File: src/simd_pkg.sv
/*
 * simd package: bus width, element width and operation encodings
 * shared by the 128-bit SIMD integer unit and its testbench
 */

package simd_pkg;

  //////////////////////////////////////////////////////////////////////
  // widths
  //////////////////////////////////////////////////////////////////////

  localparam int SIMD_W    = 128;         // operand / result bus width
  localparam int NUM_LANES = SIMD_W / 8;  // 8-bit lanes in the add/sub datapath

  // one bus type for every operand and result
  typedef logic [SIMD_W-1:0] bus_simd_t;

  //////////////////////////////////////////////////////////////////////
  // encodings
  //////////////////////////////////////////////////////////////////////

  // element width, also log2 of lanes per element
  typedef enum logic [1:0] {
    SEW_8  = 2'b00,
    SEW_16 = 2'b01,
    SEW_32 = 2'b10,
    SEW_64 = 2'b11
  } sew_t;

  // operation select
  // 2'b11 left unassigned, flagged illegal by the control block
  typedef enum logic [1:0] {
    OP_VADD    = 2'b00,  // element-wise add
    OP_VSUB    = 2'b01,  // element-wise vs1 - vs2
    OP_VREDSUM = 2'b10   // unsigned sum of vs1 elements
  } simd_op_t;

endpackage
File: src/simd_unit.sv
/*
 * simd_unit: top of the 128-bit SIMD integer unit
 * control block plus add/sub and reduction datapaths, one-cycle latency
 */

module simd_unit (
  input  logic                clk_i,      // clock
  input  logic                rstn_i,     // async reset, active low
  input  logic                valid_i,    // op strobe
  input  simd_pkg::simd_op_t  op_i,       // operation
  input  simd_pkg::sew_t      sew_i,      // element width
  input  simd_pkg::bus_simd_t vs1_i,      // source vector 1
  input  simd_pkg::bus_simd_t vs2_i,      // source vector 2
  output logic                valid_o,    // result valid, one clock after valid_i
  output logic                illegal_o,  // unused op encoding
  output simd_pkg::bus_simd_t vd_o        // result
);

  logic                sub;      // decoded subtract select
  simd_pkg::bus_simd_t add_res;  // element-wise result
  simd_pkg::bus_simd_t red_res;  // reduction result

  //////////////////////////////////////////////////////////////////////
  // control
  //////////////////////////////////////////////////////////////////////

  simd_ctrl ctrl0 (
    .clk_i     (clk_i),
    .rstn_i    (rstn_i),
    .valid_i   (valid_i),
    .op_i      (op_i),
    .sub_o     (sub),
    .add_res_i (add_res),
    .red_res_i (red_res),
    .valid_o   (valid_o),
    .illegal_o (illegal_o),
    .vd_o      (vd_o)
  );

  //////////////////////////////////////////////////////////////////////
  // datapaths, both fed every cycle
  //////////////////////////////////////////////////////////////////////

  vaddsub addsub0 (
    .clk_i         (clk_i),
    .rstn_i        (rstn_i),
    .sew_i         (sew_i),
    .sub_i         (sub),
    .data_vs1_i    (vs1_i),
    .data_vs2_i    (vs2_i),
    .add_data_vd_o (add_res)
  );

  vred red0 (
    .clk_i         (clk_i),
    .rstn_i        (rstn_i),
    .sew_i         (sew_i),
    .data_vs_i     (vs1_i),   // reduction reads vs1 only
    .red_data_vd_o (red_res)
  );

endmodule

File: src/simd_ctrl.sv
/*
 * simd_ctrl decodes the op, pipes valid and op one stage, flags illegal ops
 * and selects the result of the add/sub or the reduction datapath
 */

module simd_ctrl (
  input  logic                clk_i,      // clock
  input  logic                rstn_i,     // async active-low reset
  input  logic                valid_i,    // one strobe per op
  input  simd_pkg::simd_op_t  op_i,       // operation
  output logic                sub_o,      // subtract select to vaddsub
  input  simd_pkg::bus_simd_t add_res_i,  // vaddsub stage 1 result
  input  simd_pkg::bus_simd_t red_res_i,  // vred stage 1 result
  output logic                valid_o,    // result valid
  output logic                illegal_o,  // unused op encoding
  output simd_pkg::bus_simd_t vd_o        // selected result
);

  logic               valid_1;
  simd_pkg::simd_op_t op_1;

  assign sub_o = (op_i == simd_pkg::OP_VSUB);

  //////////////////////////////////////////////////////////////////////
  // valid / op pipe
  //////////////////////////////////////////////////////////////////////

  always_ff @(posedge clk_i or negedge rstn_i) begin
    if (!rstn_i) begin
      valid_1 <= 1'b0;
      op_1    <= simd_pkg::OP_VADD;
    end else begin
      valid_1 <= valid_i;
      if (valid_i) begin
        op_1 <= op_i;  // hold last op while idle
      end
    end
  end

  //////////////////////////////////////////////////////////////////////
  // result select
  //////////////////////////////////////////////////////////////////////

  assign valid_o = valid_1;

  always_comb begin
    illegal_o = 1'b0;
    vd_o      = '0;  // zero when idle or illegal
    if (valid_1) begin
      case (op_1)
        simd_pkg::OP_VADD,
        simd_pkg::OP_VSUB:    vd_o = add_res_i;
        simd_pkg::OP_VREDSUM: vd_o = red_res_i;
        default:              illegal_o = 1'b1;
      endcase
    end
  end

  // decode would misroute on an unknown op
  a_op_known : assert property (@(posedge clk_i) disable iff (!rstn_i)
    valid_i |-> !$isunknown(op_i));

  // illegal only alongside the result of an op issued with the unused encoding
  a_illegal_valid : assert property (@(posedge clk_i) disable iff (!rstn_i)
    illegal_o |-> valid_o && $past(op_i) == simd_pkg::simd_op_t'(2'b11));

endmodule

File: src/vaddsub.sv
/*
 * vaddsub: element-wise add / subtract over two 128-bit vectors
 * sixteen 8-bit lanes, carries chained only inside an element
 */

module vaddsub (
  input  logic                clk_i,          // clock
  input  logic                rstn_i,         // async reset, active low
  input  simd_pkg::sew_t      sew_i,          // element width
  input  logic                sub_i,          // 1: vs1 - vs2
  input  simd_pkg::bus_simd_t data_vs1_i,     // source vector 1
  input  simd_pkg::bus_simd_t data_vs2_i,     // source vector 2
  output simd_pkg::bus_simd_t add_data_vd_o   // per-element result
);

  //////////////////////////////////////////////////////////////////////
  // stage 0 -> stage 1
  //////////////////////////////////////////////////////////////////////

  simd_pkg::sew_t      sew_1;
  logic                sub_1;
  simd_pkg::bus_simd_t data_vs1_1;
  simd_pkg::bus_simd_t data_vs2_1;

  always_ff @(posedge clk_i or negedge rstn_i) begin
    if (!rstn_i) begin
      sew_1 <= simd_pkg::SEW_8;
      sub_1 <= 1'b0;
    end else begin
      sew_1 <= sew_i;
      sub_1 <= sub_i;
    end
  end

  always_ff @(posedge clk_i) begin
    data_vs1_1 <= data_vs1_i;
    data_vs2_1 <= data_vs2_i;
  end

  //////////////////////////////////////////////////////////////////////
  // stage 1, segmented lanes
  //////////////////////////////////////////////////////////////////////

  simd_pkg::bus_simd_t opb;        // vs2, inverted for subtract
  logic [3:0]          lane_mask;  // low lane-index bits inside one element

  assign opb = sub_1 ? ~data_vs2_1 : data_vs2_1;

  // lanes per element is 1 << sew, mask is that minus one
  assign lane_mask = 4'((4'd1 << sew_1) - 4'd1);

  always_comb begin
    logic [8:0] lane_sum;
    logic       carry;
    carry         = 1'b0;
    add_data_vd_o = '0;
    for (int i = 0; i < simd_pkg::NUM_LANES; i++) begin
      // first lane of an element: restart the chain
      // cin = 1 completes the two's complement on subtract
      if ((4'(i) & lane_mask) == 4'd0) begin
        carry = sub_1;
      end
      lane_sum = {1'b0, data_vs1_1[8*i +: 8]} + {1'b0, opb[8*i +: 8]} + {8'd0, carry};
      add_data_vd_o[8*i +: 8] = lane_sum[7:0];
      carry = lane_sum[8];  // into the next lane, dropped at element top
    end
  end

endmodule

File: src/vred.sv
/*
 * vred: reduction sum over one 128-bit source vector
 * input register stage, then a widening adder tree picked by sew
 */

module vred (
  input  logic                clk_i,          // clock
  input  logic                rstn_i,         // async reset, active low
  input  simd_pkg::sew_t      sew_i,          // element width
  input  simd_pkg::bus_simd_t data_vs_i,      // source vector
  output simd_pkg::bus_simd_t red_data_vd_o   // zero-extended sum
);

  //////////////////////////////////////////////////////////////////////
  // stage 0 -> stage 1
  //////////////////////////////////////////////////////////////////////

  simd_pkg::sew_t      sew_1;
  simd_pkg::bus_simd_t data_vs_1;

  always_ff @(posedge clk_i or negedge rstn_i) begin
    if (!rstn_i) begin
      sew_1 <= simd_pkg::SEW_8;
    end else begin
      sew_1 <= sew_i;
    end
  end

  always_ff @(posedge clk_i) begin
    data_vs_1 <= data_vs_i;  // payload, no reset
  end

  //////////////////////////////////////////////////////////////////////
  // stage 1, adder trees
  //////////////////////////////////////////////////////////////////////

  // each level one bit wider than the last, so no carry is lost
  logic [8:0]  s8_l1  [8];
  logic [9:0]  s8_l2  [4];
  logic [10:0] s8_l3  [2];
  logic [11:0] s8_sum;       // 16 x 8b
  logic [16:0] s16_l1 [4];
  logic [17:0] s16_l2 [2];
  logic [18:0] s16_sum;      // 8 x 16b
  logic [32:0] s32_l1 [2];
  logic [33:0] s32_sum;      // 4 x 32b
  logic [64:0] s64_sum;      // 2 x 64b, up to 65 bits

  always_comb begin
    // sew 8
    for (int i = 0; i < 8; i++) begin
      s8_l1[i] = {1'b0, data_vs_1[16*i +: 8]} + {1'b0, data_vs_1[16*i+8 +: 8]};
    end
    for (int i = 0; i < 4; i++) begin
      s8_l2[i] = {1'b0, s8_l1[2*i]} + {1'b0, s8_l1[2*i+1]};
    end
    for (int i = 0; i < 2; i++) begin
      s8_l3[i] = {1'b0, s8_l2[2*i]} + {1'b0, s8_l2[2*i+1]};
    end
    s8_sum = {1'b0, s8_l3[0]} + {1'b0, s8_l3[1]};

    // sew 16
    for (int i = 0; i < 4; i++) begin
      s16_l1[i] = {1'b0, data_vs_1[32*i +: 16]} + {1'b0, data_vs_1[32*i+16 +: 16]};
    end
    for (int i = 0; i < 2; i++) begin
      s16_l2[i] = {1'b0, s16_l1[2*i]} + {1'b0, s16_l1[2*i+1]};
    end
    s16_sum = {1'b0, s16_l2[0]} + {1'b0, s16_l2[1]};

    // sew 32
    for (int i = 0; i < 2; i++) begin
      s32_l1[i] = {1'b0, data_vs_1[64*i +: 32]} + {1'b0, data_vs_1[64*i+32 +: 32]};
    end
    s32_sum = {1'b0, s32_l1[0]} + {1'b0, s32_l1[1]};

    // sew 64
    s64_sum = {1'b0, data_vs_1[63:0]} + {1'b0, data_vs_1[127:64]};
  end

  // pick the tree, zero-extend to the bus
  always_comb begin
    case (sew_1)
      simd_pkg::SEW_8:  red_data_vd_o = {{(simd_pkg::SIMD_W-12){1'b0}}, s8_sum};
      simd_pkg::SEW_16: red_data_vd_o = {{(simd_pkg::SIMD_W-19){1'b0}}, s16_sum};
      simd_pkg::SEW_32: red_data_vd_o = {{(simd_pkg::SIMD_W-34){1'b0}}, s32_sum};
      simd_pkg::SEW_64: red_data_vd_o = {{(simd_pkg::SIMD_W-65){1'b0}}, s64_sum};
      default:          red_data_vd_o = '0;
    endcase
  end

  // registered width must stay known, else the tree select goes X
  a_sew_known : assert property (@(posedge clk_i) disable iff (!rstn_i)
    !$isunknown(sew_1));

endmodule

File: config.mk
export PLATFORM = sky130hd
export DESIGN_NAME = simd_unit
export DESIGN_NICKNAME = d
export VERILOG_FILES = /design/src/simd_pkg.sv /design/src/simd_unit.sv /design/src/simd_ctrl.sv /design/src/vaddsub.sv /design/src/vred.sv
export SDC_FILE = /design/constraint.sdc
export NUM_CORES = 1
export LEC_CHECK = 0
export BUFFER_PORTS_ARGS = -buffer_cell sky130_fd_sc_hd__buf_2
export CAP_MARGIN = 20
export CELL_PAD_IN_SITES_DETAIL_PLACEMENT = 1
export CELL_PAD_IN_SITES_GLOBAL_PLACEMENT = 1
export CORE_UTILIZATION = 45
export DETAILED_ROUTE_END_ITERATION = 8
export PLACE_DENSITY = 0.88
export SYNTH_ARGS = -nofsm -noshare
export SYNTH_HDL_FRONTEND = slang
export SYNTH_SLANG_ARGS = --single-unit
File: constraint.sdc
create_clock -name clk_i -period 34.8 [get_ports clk_i]
set_clock_uncertainty 0.05 [all_clocks]
set_input_delay 1.74 -clock clk_i [delete_from_list [all_inputs] [get_ports clk_i]]
set_output_delay 1.74 -clock clk_i [all_outputs]
set_load 0.02 [all_outputs]
==> flow_summary.toml <==
[detailed_routing]
wire_per_inst_um = 30.4
met2_wirelength_um = 48600
routed_via_density = 5.97
drt_wl_total_um = 108000
wl_met1_um = 43500
routed-via-count = 21100
drt_iter0_drc = 1684
ant_nets = 0
route.detailed.drc = 0
wl_met3_um = 9480
dr.max_layer_used = "met5"
dr.pass1.iters = 5

[global_route]
antenna_found_initial = 11
grt_pass1_vias = 23000
overflow = 0
grt_use_total_pct = 39.3
grt_max_degree = 52
grt_pass1_wl_um = 153000

[place]
io_buffers = 392
dp_hpwl_um = 88300
dp.cells = 3489
placed_area_um2 = 27200
post-place-ws_ps = 15560
routabilityCongestion = 1.11

[pwr]
power_density_nw_per_um2 = 82.3
p_leak_nw = 13.8
ir_drop_uv = 125

[clocking]
path_clk_slew_ps = 60
worstSkewPairLatency_ps = 580
cts_buffers = 28
cts-root-buf = "clkbuf_16"
clock-sinks = 262
cts_resized = 0
post-cts-setup-buffers = 0
clk_path_buf_depth = 3
tritoncts = "yes"
cts_hold_buf = 0
htreeDepth = 1

[synthesis]
syn_area_um2 = 24300
async_flop_share_pct = 2.29
ys.flop_type = "dfxtp_1"
synth-edff-count = 0
synth.area.top_cells = "fa_1, dfxtp_1, ha_1, xor2_1, xnor2_1"
synth_commonest_cells = "fa_1, dfxtp_1, ha_1"
synth-seq-cells = 262
ys_seq_area_share_pct = 21.7
syn_avg_cell_area_um2 = 9.99
synth_top_area_share_pct = 24.6
synth_largest_area_cell = "fa_1"
synth_cell_types = 65
syn-num-nets = 3243
yosys_warnings = 0
syn_inst = 2434
yosysMostFrequentCell = "fa_1"

[cells_and_area]
design_area_um2 = 28200
layoutNonFillerInstCount = 3542
final_util_pct = 53.2
area_growth_pct = 15.9
fin_nets = 3640
drive_gt1_share_pct = 17.8

[run]
maxCapViolations = 0

[setup_path]
required_ps = 33010
worst_setup_path_end_kind = "output pin"
cp-start-kind = "register"
critPathKind = "reg -> out"
critPathMaxStageDelay_ps = 690
cpMostUsedCell = "a21o_1"
cp_top_family = "compound AO/OA/AOI/OAI gates"
worst_ep_arrival_time_ps = 18230
cp_max_fo = 29
timing.critical_path.buf_inv = 1
slowest_stage = "dfrtp_4"

[floorplan]
ios = 393
die_w_um = 234
die_h_um = 234
die_area_um2 = 55000
initial_utilization_pct = 45.9
placementRows = 84
core_um2 = 53000

[timing]
min_period_ps = 20020
slew_headroom_pct = 26.9
fin_ws_ps = 14780
setup_violations = 0
rsz0062_at_grt = "no"
hold_viol_final = 0
fin_crit_sh_pct = 57.5
tns_ps = 0
drv_slew = 0
worst_pin_slew_ps = 1100
clock.fmax_mhz = 50.0

[worst_hold_path]
hold_class = "reg -> reg"

[run_status]
status = "completed"
cells in the final DEF (no fill, tap or decap), types with 44 or more instances in the layout:
cell type / synthesis / layout
nand2_1: 104 / 104
a21oi_1: 195 / 195
xnor2_1: 133 / 133
o21bai_1: 51 / 51
xor2_1: 191 / 191
buf_2: 1 / 392
dfxtp_1: 256 / 256
o21ai_0: 97 / 97
ha_1: 247 / 247
a21o_1: 150 / 150
fa_1: 299 / 299
inv_1: 207 / 207
nor2_1: 124 / 123
buf_4: 0 / 44
cell type report:
class	count	area [µm²]
clock buffers	39	793
flip-flops and latches	262	5280
diodes	5	12.5
fillers	6056	24800
inverters	207	777
repair buffers	436	2290
clock inverters	9	125
multi-input cells	1896	18000
well taps	688	861
routing by layer:
layer | vias to the layer above | track usage, %
met3 | 270 | 7.52
met1 | 10800 | 51.9
met5 | - | 0
li1 | 9085 | -
met2 | 1005 | 61.9
met4 | 2 | 18.5
state kept, by name, indices dropped and copies added, names as in the netlist:
| register | count |
|---|---|
| red0.sew_1 | 2 |
| ctrl0.op_1 | 2 |
| addsub0.sub_1 | 1 |
| addsub0.data_vs2_1 | 128 |
| red0.data_vs_1 | 128 |
| ctrl0.valid_o | 1 |
cells by family (layout without fill, tap and decap cells):
| logic type | count (synthesis) | in the layout | synth area share (%) |
|---|---|---|---|
| other | 0 | 5 | 0 |
| adder cells (fa/ha/maj) | 546 | 546 | 37.3 |
| multiplexers | 18 | 18 | 1.22 |
| buffers and inverters | 276 | 691 | 4.27 |
| AO/OA/AOI/OAI | 636 | 636 | 16.7 |
| AND/OR/NAND/NOR | 372 | 372 | 7.10 |
| XOR/XNOR | 324 | 324 | 11.7 |
| flip-flops | 262 | 262 | 21.7 |
path summary, 6_finish.rpt:
| kind | startpoint | end | cells past startpoint | slack, ps |
|---|---|---|---|---|
| worst min-delay path | ctrl0.op_1[0]$_DFFE_PN0P_ | ctrl0.op_1[0]$_DFFE_PN0P_ | 1 | 610 |
| worst max register to register | ctrl0.op_1[1]$_DFFE_PN0P_ | ctrl0.op_1[1]$_DFFE_PN0P_ | 1 | 33860 |
| min in group asynchronous | rstn_i | addsub0.sub_1$_DFF_PN0_ | 1 | 930 |
| max in group asynchronous | rstn_i | addsub0.sub_1$_DFF_PN0_ | 1 | 33600 |
| worst min register to register | ctrl0.op_1[0]$_DFFE_PN0P_ | ctrl0.op_1[0]$_DFFE_PN0P_ | 1 | 610 |
| worst max-delay path | addsub0.sub_1$_DFF_PN0_ | vd_o[126] | 74 | 14780 |
through the flow:
stage / power, mW / hold WS, ps
finish: 2.32 / 605
global placement: 1.93 / 528
CTS: 2.29 / 584
global route: 2.43 / 621
detailed placement: 1.97 / 561
floorplan: 1.41 / 484
power breakdown:
group,switching (mW),leakage [nW],total (mW),internal (mW)
registers,0.0333,2.23,0.350,0.317
clock network,0.134,0.443,0.307,0.173
logic,0.987,11.1,1.66,0.675
total,1.15,13.8,2.32,1.16
(Power assumes the default switching activity.)
